## src/serdes_demo_pkg.sv

```systemverilog
`default_nettype none

package serdes_demo_pkg;

  // parallel bus sizes
  localparam int data_w   = 8;          // tx and rx data byte
  localparam int nibble_w = data_w / 2; // folded data field and status field

  // low counter bits that must all be set before a comma goes out
  localparam int comma_span_w = 8;      // comma every 256 counts

  // board sizes, used as parameter defaults
  localparam int default_lanes     = 2;
  localparam int default_ctr_w     = 31;
  localparam int default_hb_w      = 28; // heartbeat is bit hb_w-1 of the tx counter
  localparam int default_ldr_cnt_w = 20;

endpackage : serdes_demo_pkg

`default_nettype wire

```

## src/tx_pattern_gen.sv

```systemverilog
`timescale 1ns/100ps
`default_nettype none

// free-running transmit pattern
// the top data_w bits of the counter go out as the tx byte
module tx_pattern_gen
  import serdes_demo_pkg::*;
#(
  parameter int ctr_w = default_ctr_w, // at least data_w + comma_span_w
  parameter int hb_w  = default_hb_w   // heartbeat tap, bit hb_w-1
) (
  input  logic              rx0_pclk,
  input  logic              arst_n,
  output logic [data_w-1:0] tx_data,  // counter top byte
  output logic              tx_comma, // one cycle per comma span
  output logic              tx_beat   // slow blink bit for the lane status
);

  logic [ctr_w-1:0] ctr;       // free-running pattern counter
  logic             span_full; // low span all ones, wraps to zero next clock

  assign span_full = &ctr[comma_span_w-1:0];

  always_ff @(posedge rx0_pclk or negedge arst_n) begin
    if (!arst_n) begin
      ctr      <= '0;
      tx_comma <= 1'b0;
    end else begin
      ctr <= ctr + ctr_w'(1);
      // registered one count early so the flag lines up with the
      // cycle where the low span reads zero
      // the zero count right out of reset never gets a comma
      tx_comma <= span_full;
    end
  end

  // byte taken from the top so it changes slowly on the wire
  assign tx_data = ctr[ctr_w-1 -: data_w];

  // heartbeat reported by every lane monitor
  assign tx_beat = ctr[hb_w-1];

endmodule : tx_pattern_gen

`default_nettype wire

```

## src/lane_monitor.sv

```systemverilog
`timescale 1ns/100ps
`default_nettype none

// per receive lane status
// tracks the low-speed LDR line, counts its rising edges and packs
// a status byte for the LED display
//
// status byte layout
//   [7:4] rx nibbles ORed together
//   [3]   loss of signal
//   [2]   CDR loss of lock
//   [1]   tx heartbeat
//   [0]   top bit of the LDR edge counter
module lane_monitor
  import serdes_demo_pkg::*;
#(
  parameter int ldr_cnt_w = default_ldr_cnt_w // edge counter width, wraps
) (
  input  logic              rx0_pclk,
  input  logic              arst_n,
  input  logic [data_w-1:0] rx_data,    // lane receive byte
  input  logic              rx_los,     // loss of signal
  input  logic              rx_lol,     // CDR loss of lock
  input  logic              rx_ldr,     // low-speed serial line, async to us
  input  logic              tx_beat,    // shared heartbeat from the generator
  output logic [data_w-1:0] lane_status
);

  logic [1:0]           ldr_trk;  // [1] newest sample, [0] previous one
  logic                 ldr_rise; // old low, new high
  logic [ldr_cnt_w-1:0] ldr_cnt;  // rising edges seen so far
  logic [nibble_w-1:0]  rx_hi;
  logic [nibble_w-1:0]  rx_lo;
  logic [nibble_w-1:0]  rx_fold;  // both nibbles squeezed into one
  logic [nibble_w-1:0]  flags;

  // LDR edge tracker
  // new sample enters at the top, the old one shifts down
  always_ff @(posedge rx0_pclk or negedge arst_n) begin
    if (!arst_n) begin
      ldr_trk <= 2'b00;
    end else begin
      ldr_trk <= {rx_ldr, ldr_trk[1]};
    end
  end

  assign ldr_rise = (ldr_trk == 2'b10); // visible one clock after the line rises

  // edge counter, bumps on the clock after the rise is seen
  always_ff @(posedge rx0_pclk or negedge arst_n) begin
    if (!arst_n) begin
      ldr_cnt <= '0;
    end else if (ldr_rise) begin
      ldr_cnt <= ldr_cnt + ldr_cnt_w'(1); // rolls over at full width
    end
  end

  // data fold
  assign rx_hi   = rx_data[data_w-1 -: nibble_w];
  assign rx_lo   = rx_data[nibble_w-1:0];
  assign rx_fold = rx_hi | rx_lo; // any set bit in either half shows up

  // low nibble of the display
  assign flags = {rx_los,               // bit 3
                  rx_lol,               // bit 2
                  tx_beat,              // bit 1
                  ldr_cnt[ldr_cnt_w-1]  // bit 0, blinks slowly with LDR traffic
                 };

  assign lane_status = {rx_fold, flags};

endmodule : lane_monitor

`default_nettype wire

```

## src/led_select.sv

```systemverilog
`timescale 1ns/100ps
`default_nettype none

// picks one lane status byte for the LEDs
// out of range selects fall back to lane 0
module led_select
  import serdes_demo_pkg::*;
#(
  parameter  int num_lanes = default_lanes,
  localparam int sel_w     = (num_lanes > 1) ? $clog2(num_lanes) : 1
) (
  input  logic                        rx0_pclk,
  input  logic                        arst_n,
  input  logic [num_lanes*data_w-1:0] lane_status_all, // lane 0 in the low byte
  input  logic [sel_w-1:0]            lane_sel,
  output logic [data_w-1:0]           led
);

  logic [data_w-1:0] picked; // mux output ahead of the LED register

  always_comb begin
    picked = lane_status_all[data_w-1:0]; // lane 0 unless a valid lane matches
    for (int i = 1; i < num_lanes; i++) begin
      if (lane_sel == sel_w'(i)) begin
        picked = lane_status_all[i*data_w +: data_w];
      end
    end
  end

  // one clock of latency onto the pins
  always_ff @(posedge rx0_pclk or negedge arst_n) begin
    if (!arst_n) begin
      led <= '0;
    end else begin
      led <= picked;
    end
  end

endmodule : led_select

`default_nettype wire

```

## src/serdes_demo_top.sv

```systemverilog
`timescale 1ns/100ps
`default_nettype none

// parallel side of the serdes bring-up demo
// tx pattern out, per-lane rx status in, one lane shown on the LEDs
// everything runs on the lane 0 receive clock
module serdes_demo_top
  import serdes_demo_pkg::*;
#(
  parameter  int num_lanes = default_lanes,
  parameter  int ctr_w     = default_ctr_w,
  parameter  int hb_w      = default_hb_w,
  parameter  int ldr_cnt_w = default_ldr_cnt_w,
  localparam int sel_w     = (num_lanes > 1) ? $clog2(num_lanes) : 1
) (
  input  logic                        rx0_pclk,
  input  logic                        arst_n,
  // receive lanes, lane 0 in the low bits
  input  logic [num_lanes*data_w-1:0] rx_data,
  input  logic [num_lanes-1:0]        rx_los,
  input  logic [num_lanes-1:0]        rx_lol,
  input  logic [num_lanes-1:0]        rx_ldr,
  input  logic [sel_w-1:0]            lane_sel, // LED lane choice
  // transmit side
  output logic [data_w-1:0]           tx_data,
  output logic                        tx_comma,
  output logic [data_w-1:0]           led
);

  logic                        tx_beat;         // heartbeat fanned out to all lanes
  logic [num_lanes*data_w-1:0] lane_status_all; // one status byte per lane

  // transmit pattern
  tx_pattern_gen #(
    .ctr_w (ctr_w),
    .hb_w  (hb_w)
  ) i_tx_pattern_gen (
    .rx0_pclk (rx0_pclk),
    .arst_n   (arst_n),
    .tx_data  (tx_data),
    .tx_comma (tx_comma),
    .tx_beat  (tx_beat)
  );

  // one monitor per lane
  for (genvar gi = 0; gi < num_lanes; gi++) begin : g_lane
    lane_monitor #(
      .ldr_cnt_w (ldr_cnt_w)
    ) i_lane_monitor (
      .rx0_pclk    (rx0_pclk),
      .arst_n      (arst_n),
      .rx_data     (rx_data[gi*data_w +: data_w]),
      .rx_los      (rx_los[gi]),
      .rx_lol      (rx_lol[gi]),
      .rx_ldr      (rx_ldr[gi]),
      .tx_beat     (tx_beat),
      .lane_status (lane_status_all[gi*data_w +: data_w])
    );
  end

  // LED mux and register
  led_select #(
    .num_lanes (num_lanes)
  ) i_led_select (
    .rx0_pclk        (rx0_pclk),
    .arst_n          (arst_n),
    .lane_status_all (lane_status_all),
    .lane_sel        (lane_sel),
    .led             (led)
  );

endmodule : serdes_demo_top

`default_nettype wire

```

## config.mk

```make
export PLATFORM = sky130hd
export DESIGN_NAME = serdes_demo_top
export DESIGN_NICKNAME = d
export VERILOG_FILES = /design/src/serdes_demo_pkg.sv /design/src/tx_pattern_gen.sv /design/src/lane_monitor.sv /design/src/led_select.sv /design/src/serdes_demo_top.sv
export SDC_FILE = /design/constraint.sdc
export NUM_CORES = 1
export LEC_CHECK = 0
export BUFFER_PORTS_ARGS = -buffer_cell sky130_fd_sc_hd__buf_2
export CORE_ASPECT_RATIO = 0.6
export CORE_MARGIN = 2
export CORE_UTILIZATION = 40
export CTS_CLUSTER_SIZE = 20
export DETAILED_ROUTE_END_ITERATION = 10
export GPL_TIMING_DRIVEN = 0
export SETUP_SLACK_MARGIN = 0.3
export SLEW_MARGIN = 20
export SYNTH_ARGS = -nofsm -noshare
export SYNTH_HDL_FRONTEND = slang
export SYNTH_HIERARCHICAL = 1
export SYNTH_SLANG_ARGS = --single-unit
```

## constraint.sdc

```tcl
create_clock -name rx0_pclk -period 2.6 [get_ports rx0_pclk]
set_clock_uncertainty 0.2 [all_clocks]
set_input_delay 0.26 -clock rx0_pclk [delete_from_list [all_inputs] [get_ports rx0_pclk]]
set_output_delay 0.26 -clock rx0_pclk [all_outputs]
set_load 0.005 [all_outputs]
```

==> reports/qor.csv, run 1 <==
metric,value,unit
drv_cap,0,
power_density,639,mW/mm^2
crit_arrival,1.97,ns
postLayoutSetupSlackWorst,0.641,ns
mostFrequentLayoutCells,"dfrtp_1, xnor2_1, buf_2, nand2_1, nand3_1",
crit_type,flip-flop to flip-flop,
synthMuxAreaShare,3.72,%
required,2.61,ns
postCtsSetupBuffers,0,
synth_top_family_by_area,simple AND/OR/NAND/NOR gates,
syn_area_per_cell,12.0,um^2
max_stage_delay,0.52,ns
setup_viol,0,
synthXorXnorAreaFrac,15.7,%
area_growth_syn_to_layout,18.8,%
drive_gt1_share,27.6,%
min_path_cells,3,
crit_path_cell_trace,ha_1 > nand3_1 > nor4_4 > nand4_1 > xnor2_1,
start_util,41.4,%
die_h,79.9,um
setup_tns,0,ns
crit_path_start_kind,flip-flop,
ir_worst_vdd,0.303,mV
multi_input_area,0.00156,mm^2
synthSimpleGateAreaFrac,20.4,%
synth_warnings,6,
post-route-drc-count,0,
htreeDepth,3,
syn_inst,319,
r2r_cells,5,
io_pins,42,
n_antenna_cell,0,
dp_hpwl,4470,um
antenna_found_initial,0,
place.gp.congestion,0.798,
finalNetCount,402,
grt_overflow,0,
wl_per_cell,12.5,um
netSwitchingFraction,22.8,%
crit_slowest_cell,nor4_4,
place.port_buffers,36,
numCtsBuffers,9,
ys_seq_elements,84,
clkLatencyLatePin,0.33,ns
viasPerCell,4.59,
clock-sinks,84,
synth.net_count,347,
wirelength,6320,um
p_leak,2.17,nW
root_buffer,clkbuf_16,
cts_buffer_depth,2,
relSlewSlack,64.3,%
seqPwrFrac,51.9,%
r2r_slack,0.64,ns
layout_commonest_cell,dfrtp_1,
fillCellCount,856,
finalCritPeriodShare,75.3,%
drt_iter0_drc,134,
pre_cts_ws,0.630,ns
cts_tree,yes,
die_width,130,um
clock_power_share,40.4,%
drtPass1Iterations,4,
finalHoldViolations,0,
clk_pin_slew,0.06,ns
synth_compound_area_share,0,%
end_kind,flip-flop,
die-area,0.0104,mm^2
track_usage,13.8,%
p_int,2.25,mW
vias,2329,
synth_fa_ha_area_share,0.978,%
min_period,1.96,ns
grt_pass1_vias,2296,
postRouteAntennaNets,0,
yosysSeqAreaShare,54.8,%
drv_slew,0,
p_total,2.91,mW
grt_pass1_wl,11000,um
hp-class,primary input to flip-flop,
timing.fmax,511,MHz
ys_types,33,
grt_max_degree,55,
switchingPower,0.663,mW
tightest_slew,0.533,ns
rsz0062_at_grt,no,
synth_area,0.00384,mm^2
core,0.00926,mm^2
critPathMaxFanout,8,
final-seq-area,0.00210,mm^2
post_cts_resized,0,
fp-row-count,27,
status,completed,
combPwrFrac,7.8,%
[critical path, delay by kind of cell (launching register included)]
| kind | cells | cell delay [ns] |
|---|---|---|
| flops | 1 | 0.36 |
| xor+xnor | 1 | 0.16 |
| fa+ha+maj | 1 | 0.24 |
| simple gates | 3 | 0.88 |
[cell type report]
cell class | count | area share (%)
Sequential cell | 84 | 46.1
Multi-Input combinational cell | 209 | 34.3
Timing Repair Buffer | 44 | 6.15
Clock buffer | 12 | 5.85
Tap cell | 130 | 3.57
Buffer | 22 | 3.43
Inverter | 4 | 0.330
Clock inverter | 2 | 0.220
[logic make-up after synthesis]
logic type,count (synthesis)
and+or+nand+nor,129
DFF,84
xor gates and xnor gates,67
buffers and inverters,26
muxes,10
adders and majority gates,3
[synthesized netlist by cell type (all sizes together)]
cell | count | area, um^2
and2 | 7 | 43.8
nand4 | 20 | 161
nor2b | 2 | 12.5
buf | 20 | 149
xor2 | 19 | 166
ha | 3 | 37.5
clkbuf | 2 | 7.51
nor2 | 12 | 45.0
and4 | 9 | 87.6
mux2 | 10 | 143
dfrtp | 84 | 2100
or2 | 9 | 56.3
xnor2 | 48 | 435
nor4 | 3 | 33.8
or4 | 2 | 22.5
nand3 | 20 | 100
inv | 4 | 15.0
and3 | 10 | 63.8
nand2 | 29 | 109
and4b | 2 | 20.0
nor3 | 4 | 25.0
[layer usage]
layer / GRT usage [%] / up-vias / wire length [um]
li1: - / 1179 / -
met1: 19.6 / 1120 / 3380
met2: 19.1 / 21 / 2680
met3: 4.62 / 9 / 164
met4: 5.74 / 0 / 95
met5: 0 / - / 0
[state kept, by name, summed over array words and instances (netlist names)]
name and cells:
g_lane.i_lane_monitor/ldr_cnt 40, i_tx_pattern_gen/ctr 31, i_led_select/led 8, g_lane.i_lane_monitor/ldr_trk 4, i_tx_pattern_gen/tx_comma 1
[metrics by stage]
step / hold slack, ns / instance area [um^2] / std cells / utilization, %
after detailed placement: 0.0320 / 4210 / 486 / 45.5
after global routing: 0.0307 / 4560 / 507 / 49.2
after global placement: 0.169 / 4180 / 485 / 45.1
final: 0.0416 / 4560 / 507 / 49.2
after CTS: 0.0276 / 4560 / 507 / 49.2
after floorplan: -0.236 / 3840 / 319 / -
[power by group through the flow]
stage / Clock, mW / Sequential [mW] / Combinational [mW]
global route: 1.28 / 1.53 / 0.260
floorplan: 0 / 1.51 / 0.147
finish: 1.18 / 1.51 / 0.226
CTS: 1.22 / 1.51 / 0.232
detailed placement: 0 / 1.53 / 0.223
global placement: 0 / 1.52 / 0.210
[repair_timing]
item	in CTS	in global routing
hold buffers	7	0
setup endpoints to repair	0	0
endpoints found under the hold margin	34	0
[worst paths after layout]
path / end / from
worst max-delay path: i_tx_pattern_gen/ctr[30]$_DFF_PN0_ / i_tx_pattern_gen/ctr[0]$_DFF_PN0_
max in group asynchronous: i_tx_pattern_gen/ctr[1]$_DFF_PN0_ / arst_n
worst max register to register: i_tx_pattern_gen/ctr[30]$_DFF_PN0_ / i_tx_pattern_gen/ctr[0]$_DFF_PN0_
min in group asynchronous: g_lane[1].i_lane_monitor/ldr_cnt[11]$_DFFE_PN0N_ / arst_n
worst min-delay path: i_led_select/led[6]$_DFF_PN0_ / rx_data[14]
worst min register to register: g_lane[1].i_lane_monitor/ldr_trk[0]$_DFF_PN0_ / g_lane[1].i_lane_monitor/ldr_trk[1]$_DFF_PN0_
No activity file was read; power rests on OpenSTA's default activity.
==> inputs of run 2 (changes only) <==
==> constraint.sdc (replaced) <==
create_clock -name rx0_pclk -period 1.8 [get_ports rx0_pclk]
set_clock_uncertainty 0.2 [all_clocks]
set_input_delay 0.18 -clock rx0_pclk [delete_from_list [all_inputs] [get_ports rx0_pclk]]
set_output_delay 0.18 -clock rx0_pclk [all_outputs]
set_load 0.005 [all_outputs]
==> run 2 against run 1 <==
Effect of this change:
- final area grew 21%
- non-clock buffer count is 63 higher
- flip-flop and latch count is the same
- sequential power is 42% higher
- total power is 63% higher
- via count increased by 16%
- maximum frequency up 14%
- final cell count grew 13%
- die area unchanged
- critical endpoint is now g_lane[0].i_lane_monitor/ldr_cnt[19]$_DFFE_PN0N_
- largest power group unchanged
==> reports/qor.csv, run 2 (synthesized netlist as in run 1, its figures left out) <==
metric,value,unit
status,completed,
max_flop_register,g_lane.i_lane_monitor/ldr_cnt,
path_delay_family,simple AND/OR/NAND/NOR gates,
grt_pass1_wl,13400,um
use_met1,23.5,%
track_usage,17.1,%
fillCellCount,739,
vias,2708,
cts_tree,yes,
finalCritPeriodShare,95.1,%
timing.fmax,584,MHz
die_h,79.9,um
antenna_found_initial,0,
critPathMaxFanout,5,
wirelength,8320,um
die_width,130,um
crit_type,flip-flop to flip-flop,
layout_commonest_cell,dfrtp_1,
min_period,1.71,ns
r2r_cells,4,
relSlewSlack,63.4,%
p_leak,2.73,nW
root_buffer,clkbuf_16,
die-area,0.0104,mm^2
dp_hpwl,4470,um
drv_cap,0,
grt_max_degree,47,
setup_tns,0,ns
met3_usage,7.64,%
postRouteAntennaNets,0,
grt_overflow,0,
dp.cells,486,
cts_buffer_depth,2,
finalHoldViolations,0,
drive_gt1_share,46.4,%
n_antenna_cell,0,
clk_pin_slew,0.06,ns
gr-usage-met2,24.8,%
crit_slowest_cell,or4_4,
drv_slew,0,
io_pins,42,
htreeDepth,3,
grt_pass1_vias,2647,
setup_viol,0,
reg_top3,"g_lane.i_lane_monitor/ldr_cnt x40, i_tx_pattern_gen/ctr x31, i_led_select/led x8",
largest_reg_flops,40,
area_growth_syn_to_layout,43.8,%
crit_arrival,1.74,ns
finalNetCount,465,
core,0.00926,mm^2
post_dp_cell_area,0.00426,mm^2
hp-class,primary input to asynchronous set/reset pin,
crit_path_start_kind,flip-flop,
place.gp.congestion,0.716,
r2r_slack,0.09,ns
post-route-cell-area,0.00552,mm^2
post-route-drc-count,0,
viasPerCell,4.73,
mostFrequentLayoutCells,"dfrtp_1, buf_4, xnor2_1, buf_2, dlygate4sd3_1",
wl_per_cell,14.5,um
drtPass1Iterations,4,
clock-sinks,84,
drt_iter0_drc,150,
clkLatencyLatePin,0.34,ns
timing.rr.start,g_lane[0].i_lane_monitor/ldr_cnt[11]$_DFFE_PN0N_,
critPathBufInv,0,
max_stage_delay,0.55,ns
numCtsBuffers,9,
fin_cells,572,
start_util,41.4,%
power_density,859,mW/mm^2
required,1.83,ns
rsz0062_at_grt,yes,
tightest_slew,0.550,ns
busiest_layer,met2,
crit_path_cell_trace,and4_4 > nand2_1 > or4_4 > xnor2_2,
reg2reg_to,g_lane[0].i_lane_monitor/ldr_cnt[19]$_DFFE_PN0N_,
fp-row-count,27,
ir_worst_vdd,0.601,mV
place.port_buffers,36,
end_kind,flip-flop,
[run 2: power by group]
part | internal (mW) | total, mW | switching [mW] | leakage (nW)
clock network | 1.35 | 2.08 | 0.726 | 0.163
registers | 2.03 | 2.15 | 0.119 | 1.11
logic | 0.307 | 0.510 | 0.203 | 1.46
total | 3.69 | 4.74 | 1.05 | 2.73
[run 2: worst max path at each step]
stage | from | end | cells past startpoint
floorplan | g_lane[0].i_lane_monitor/ldr_trk[0]$_DFF_PN0_ | g_lane[0].i_lane_monitor/ldr_cnt[19]$_DFFE_PN0N_ | 4
global placement | arst_n | i_led_select/led[4]$_DFF_PN0_ | 1
detailed placement | i_tx_pattern_gen/ctr[0]$_DFF_PN0_ | i_tx_pattern_gen/ctr[22]$_DFF_PN0_ | 5
CTS | g_lane[0].i_lane_monitor/ldr_trk[0]$_DFF_PN0_ | g_lane[0].i_lane_monitor/ldr_cnt[19]$_DFFE_PN0N_ | 4
global route | g_lane[0].i_lane_monitor/ldr_trk[0]$_DFF_PN0_ | g_lane[0].i_lane_monitor/ldr_cnt[19]$_DFFE_PN0N_ | 4
finish | g_lane[0].i_lane_monitor/ldr_cnt[11]$_DFFE_PN0N_ | g_lane[0].i_lane_monitor/ldr_cnt[19]$_DFFE_PN0N_ | 4
[run 2: through the flow]
| stage | worst slack, ns | hold slack, ns | utilization, % | total power, mW |
|---|---|---|---|---|
| 6_report | 0.0888 | 0.176 | 59.6 | 4.74 |
| 5_1_grt | 0.0328 | 0.219 | 59.6 | 4.98 |
| 4_1_cts | 0.0900 | 0.183 | 55.9 | 4.76 |
| 3_5_place_dp | -0.0203 | 0.00925 | 46.1 | 2.54 |
| 3_3_place_gp | -0.387 | 0.0897 | 45.7 | 2.51 |
| 2_1_floorplan | 0.158 | -0.316 | - | 2.40 |
[run 2: final cells by class]
cell class / instances / area (um^2) / share of cell area [%]
clock buffer: 11 / 233 / 4.22
sequential: 84 / 2110 / 38.2
clock inverter: 5 / 100 / 1.81
tap: 130 / 163 / 2.95
timing repair buffer: 107 / 837 / 15.2
multi-input combinational: 209 / 1870 / 33.9
inverter: 4 / 15.0 / 0.272
buffer: 22 / 189 / 3.43
[run 2: layer usage]
| metal | vias up | share of wire [%] |
|---|---|---|
| met3 | 11 | 5.9 |
| met4 | 0 | 1.1 |
| met2 | 73 | 46 |
| met1 | 1315 | 47 |
| met5 | - | 0 |
| li1 | 1309 | - |
[run 2: timing repair]
item | 4_1_cts | 5_1_grt
setup buffers | 28 | 17
hold buffers | 24 | 0
endpoints found under the setup margin | 40 | 51
gates cloned | 1 | 0
gates resized for setup | 37 | 45
hold endpoints to repair | 48 | 0
pin swaps | 30 | 32
==> inputs of run 3 (changes only) <==
--- a/config.mk
+++ b/config.mk
@@ -16,5 +16,4 @@
 export SLEW_MARGIN = 20
 export SYNTH_ARGS = -nofsm -noshare
 export SYNTH_HDL_FRONTEND = slang
-export SYNTH_HIERARCHICAL = 1
 export SYNTH_SLANG_ARGS = --single-unit
==> constraint.sdc (replaced) <==
create_clock -name rx0_pclk -period 1.9 [get_ports rx0_pclk]
set_clock_uncertainty 0.2 [all_clocks]
set_input_delay 0.19 -clock rx0_pclk [delete_from_list [all_inputs] [get_ports rx0_pclk]]
set_output_delay 0.19 -clock rx0_pclk [all_outputs]
set_load 0.005 [all_outputs]
==> run 3 against run 2 <==
Effect of this change:
- the flow now finishes with violations (hold timing)
- die area decreased by 5.1%
- final area decreased by 2.4%
- clock-buffer cell count increased by 1
- combinational power increased by 25%
- flip-flop and latch count unchanged
- clock power decreased by 9.6%
- first-iteration DRC count decreased by 23%
==> reports/qor.csv, run 3 <==
metric,value,unit
status,"finished, violations left",
violations,hold timing,
n_antenna_cell,0,
vias,2707,
end_kind,flip-flop,
finalHoldViolations,1,
postLayoutSetupSlackWorst,0.186,ns
timing.fmax,584,MHz
root_buffer,clkbuf_16,
yosysSeqAreaShare,57.9,%
reg_top3,"g_lane.i_lane_monitor.ldr_cnt x40, i_tx_pattern_gen.ctr x31, i_led_select.led x8",
power_density,849,mW/mm^2
post-route-cell-area,0.00538,mm^2
grt_pass1_vias,2570,
crit_type,flip-flop to flip-flop,
layout_commonest_cell,dfrtp_1,
final-seq-area,0.00211,mm^2
tightest_slew,0.529,ns
startpoint,i_tx_pattern_gen.ctr[1]$_DFF_PN0_,
largest_reg_flops,40,
mostFrequentLayoutCells,"dfrtp_1, buf_4, xnor2_1, buf_2, dlygate4sd3_1",
crit_path_start_kind,flip-flop,
place.port_buffers,41,
synth_most_common_cell,dfrtp_1,
async_flop_share,100,%
drtPass1Iterations,4,
core,0.00865,mm^2
area_growth_syn_to_layout,48.2,%
fp-row-count,26,
postLayoutCoreUtil,62.2,%
synth_common_cells,"dfrtp_1, xnor2_1, nand3_1, nand2_1, xor2_1",
antenna_found_initial,0,
drive_gt1_share,42.7,%
synth.net_count,329,
die_width,127,um
start_util,42.0,%
post_dp_cell_area,0.00403,mm^2
syn_inst,301,
hp-class,primary input to flip-flop,
post-route-drc-count,0,
clock-sinks,84,
cts_tree,yes,
dp.cells,455,
drt_iter0_drc,115,
synth_edf_count,0,
drv_cap,0,
synthFlopType,dfrtp_1,
reg2reg_to,i_tx_pattern_gen.ctr[23]$_DFF_PN0_,
viasPerCell,4.82,
die_h,77.8,um
place.gp.congestion,0.791,
synth_area,0.00363,mm^2
dp_hpwl,4270,um
synth_top_area_share,57.9,%
wirelength,7630,um
ys_seq_elements,84,
rsz0062_at_grt,yes,
crit_path_end,i_tx_pattern_gen.ctr[23]$_DFF_PN0_,
grt_max_degree,46,
p_total,4.57,mW
synth_warnings,0,
crit_arrival,1.73,ns
grt_overflow,0,
wl_per_cell,13.6,um
track_usage,16.1,%
synth_area_leader_cell,dfrtp_1,
required,1.92,ns
syn_area_per_cell,12.1,um^2
pre_cts_ws,-0.0432,ns
timing.rr.start,i_tx_pattern_gen.ctr[1]$_DFF_PN0_,
min_path_cells,3,
setup_viol,0,
finalCritPeriodShare,90.2,%
max_flop_register,g_lane.i_lane_monitor.ldr_cnt,
critPathMaxFanout,7,
htreeDepth,3,
timing.hold.ws,-0.0388,ns
setup_tns,0,ns
r2r_cells,7,
ir_worst_vdd,0.492,mV
cts_buffer_depth,2,
min_period,1.71,ns
clkLatencyLatePin,0.34,ns
io_pins,42,
grt_pass1_wl,12500,um
drv_slew,0,
fin_cells,562,
numCtsBuffers,9,
netlist_top_cells_area,"dfrtp_1, xnor2_1, xor2_1",
postRouteAntennaNets,0,
finalNetCount,473,
fillCellCount,685,
ys_types,26,
die-area,0.00989,mm^2
multi_input_area,0.00173,mm^2
relSlewSlack,64.7,%
p_leak,2.67,nW
r2r_slack,0.19,ns
clk_pin_slew,0.06,ns
## run 3: changes by cell type after synthesis, sizes merged, moves of 3 or more
cell / change
nand3: +10
mux2: -5
and4: -4
nor4: +6
buf: -11
nor3: +5
nand2: -5
nand4: -3
a21oi: +4
and2: -7
or2: -8
## run 3: timing repair
item / CTS / global route
hold buffers: 24 / 2
setup buffers: 38 / 30
setup endpoints to repair: 40 / 45
hold endpoints to repair: 48 / 2
resized for setup: 20 / 43
pin swaps: 27 / 42
## run 3: logic make-up (layout without fill, tap and decap cells)
logic type / after synthesis / count (layout) / synth area share (%)
xor gates and xnor gates: 67 / 67 / 16.2
buffers and inverters: 13 / 162 / 2.38
AOI/OAI and AO/OA: 4 / 4 / 0.551
DFF: 84 / 84 / 57.9
adders and majority gates: 3 / 3 / 1.03
muxes: 5 / 5 / 1.55
and+or+nand+nor: 125 / 125 / 20.5
## run 3: critical path, stage by stage, from the launching register on
cell	delay, ns
dfrtp_1	0.36
buf_4	0.11
buf_6	0.08
nand4_1	0.18
nor4_4	0.20
buf_6	0.19
nand4_1	0.11
xnor2_1	0.15
## run 3: final cells by class
type / count / share of cell area [%]
plain buffers: 10 / 1.39
clock buffers: 12 / 4.58
clock inverters: 4 / 1.35
inverters: 3 / 0.209
multi-input cells: 204 / 32.1
flip-flops and latches: 84 / 39.2
well taps: 112 / 2.60
repair buffers: 133 / 18.6
## run 3: report_power, final
| group | leakage [nW] | internal [mW] | switching, mW |
|---|---|---|---|
| combinational | 1.41 | 0.355 | 0.280 |
| clock | 0.153 | 1.19 | 0.698 |
| sequential | 1.10 | 1.93 | 0.121 |
| total | 2.67 | 3.47 | 1.10 |
## run 3: worst min-delay path by stage
stage / startpoint / end / slack, ns
after floorplan: arst_n / g_lane[0].i_lane_monitor.ldr_cnt[0]$_DFFE_PN0N_ / -0.31
after global placement: rx_ldr[1] / g_lane[1].i_lane_monitor.ldr_trk[1]$_DFF_PN0_ / 0.10
after CTS: arst_n / i_led_select.led[2]$_DFF_PN0_ / 0.18
after detailed placement: arst_n / i_led_select.led[2]$_DFF_PN0_ / 0.01
final: rx_data[11] / i_led_select.led[7]$_DFF_PN0_ / -0.04
after global routing: rx_data[11] / i_led_select.led[7]$_DFF_PN0_ / 0.01
## run 3: routing by layer
layer  up-vias  routed length (um)  global-route usage, %
met1      1304                3760                   22.1
met4         0                 133                   6.37
met5         -                   0                      0
li1       1332                   -                      -
met3        14                 379                   5.31
met2        57                3350                   23.5
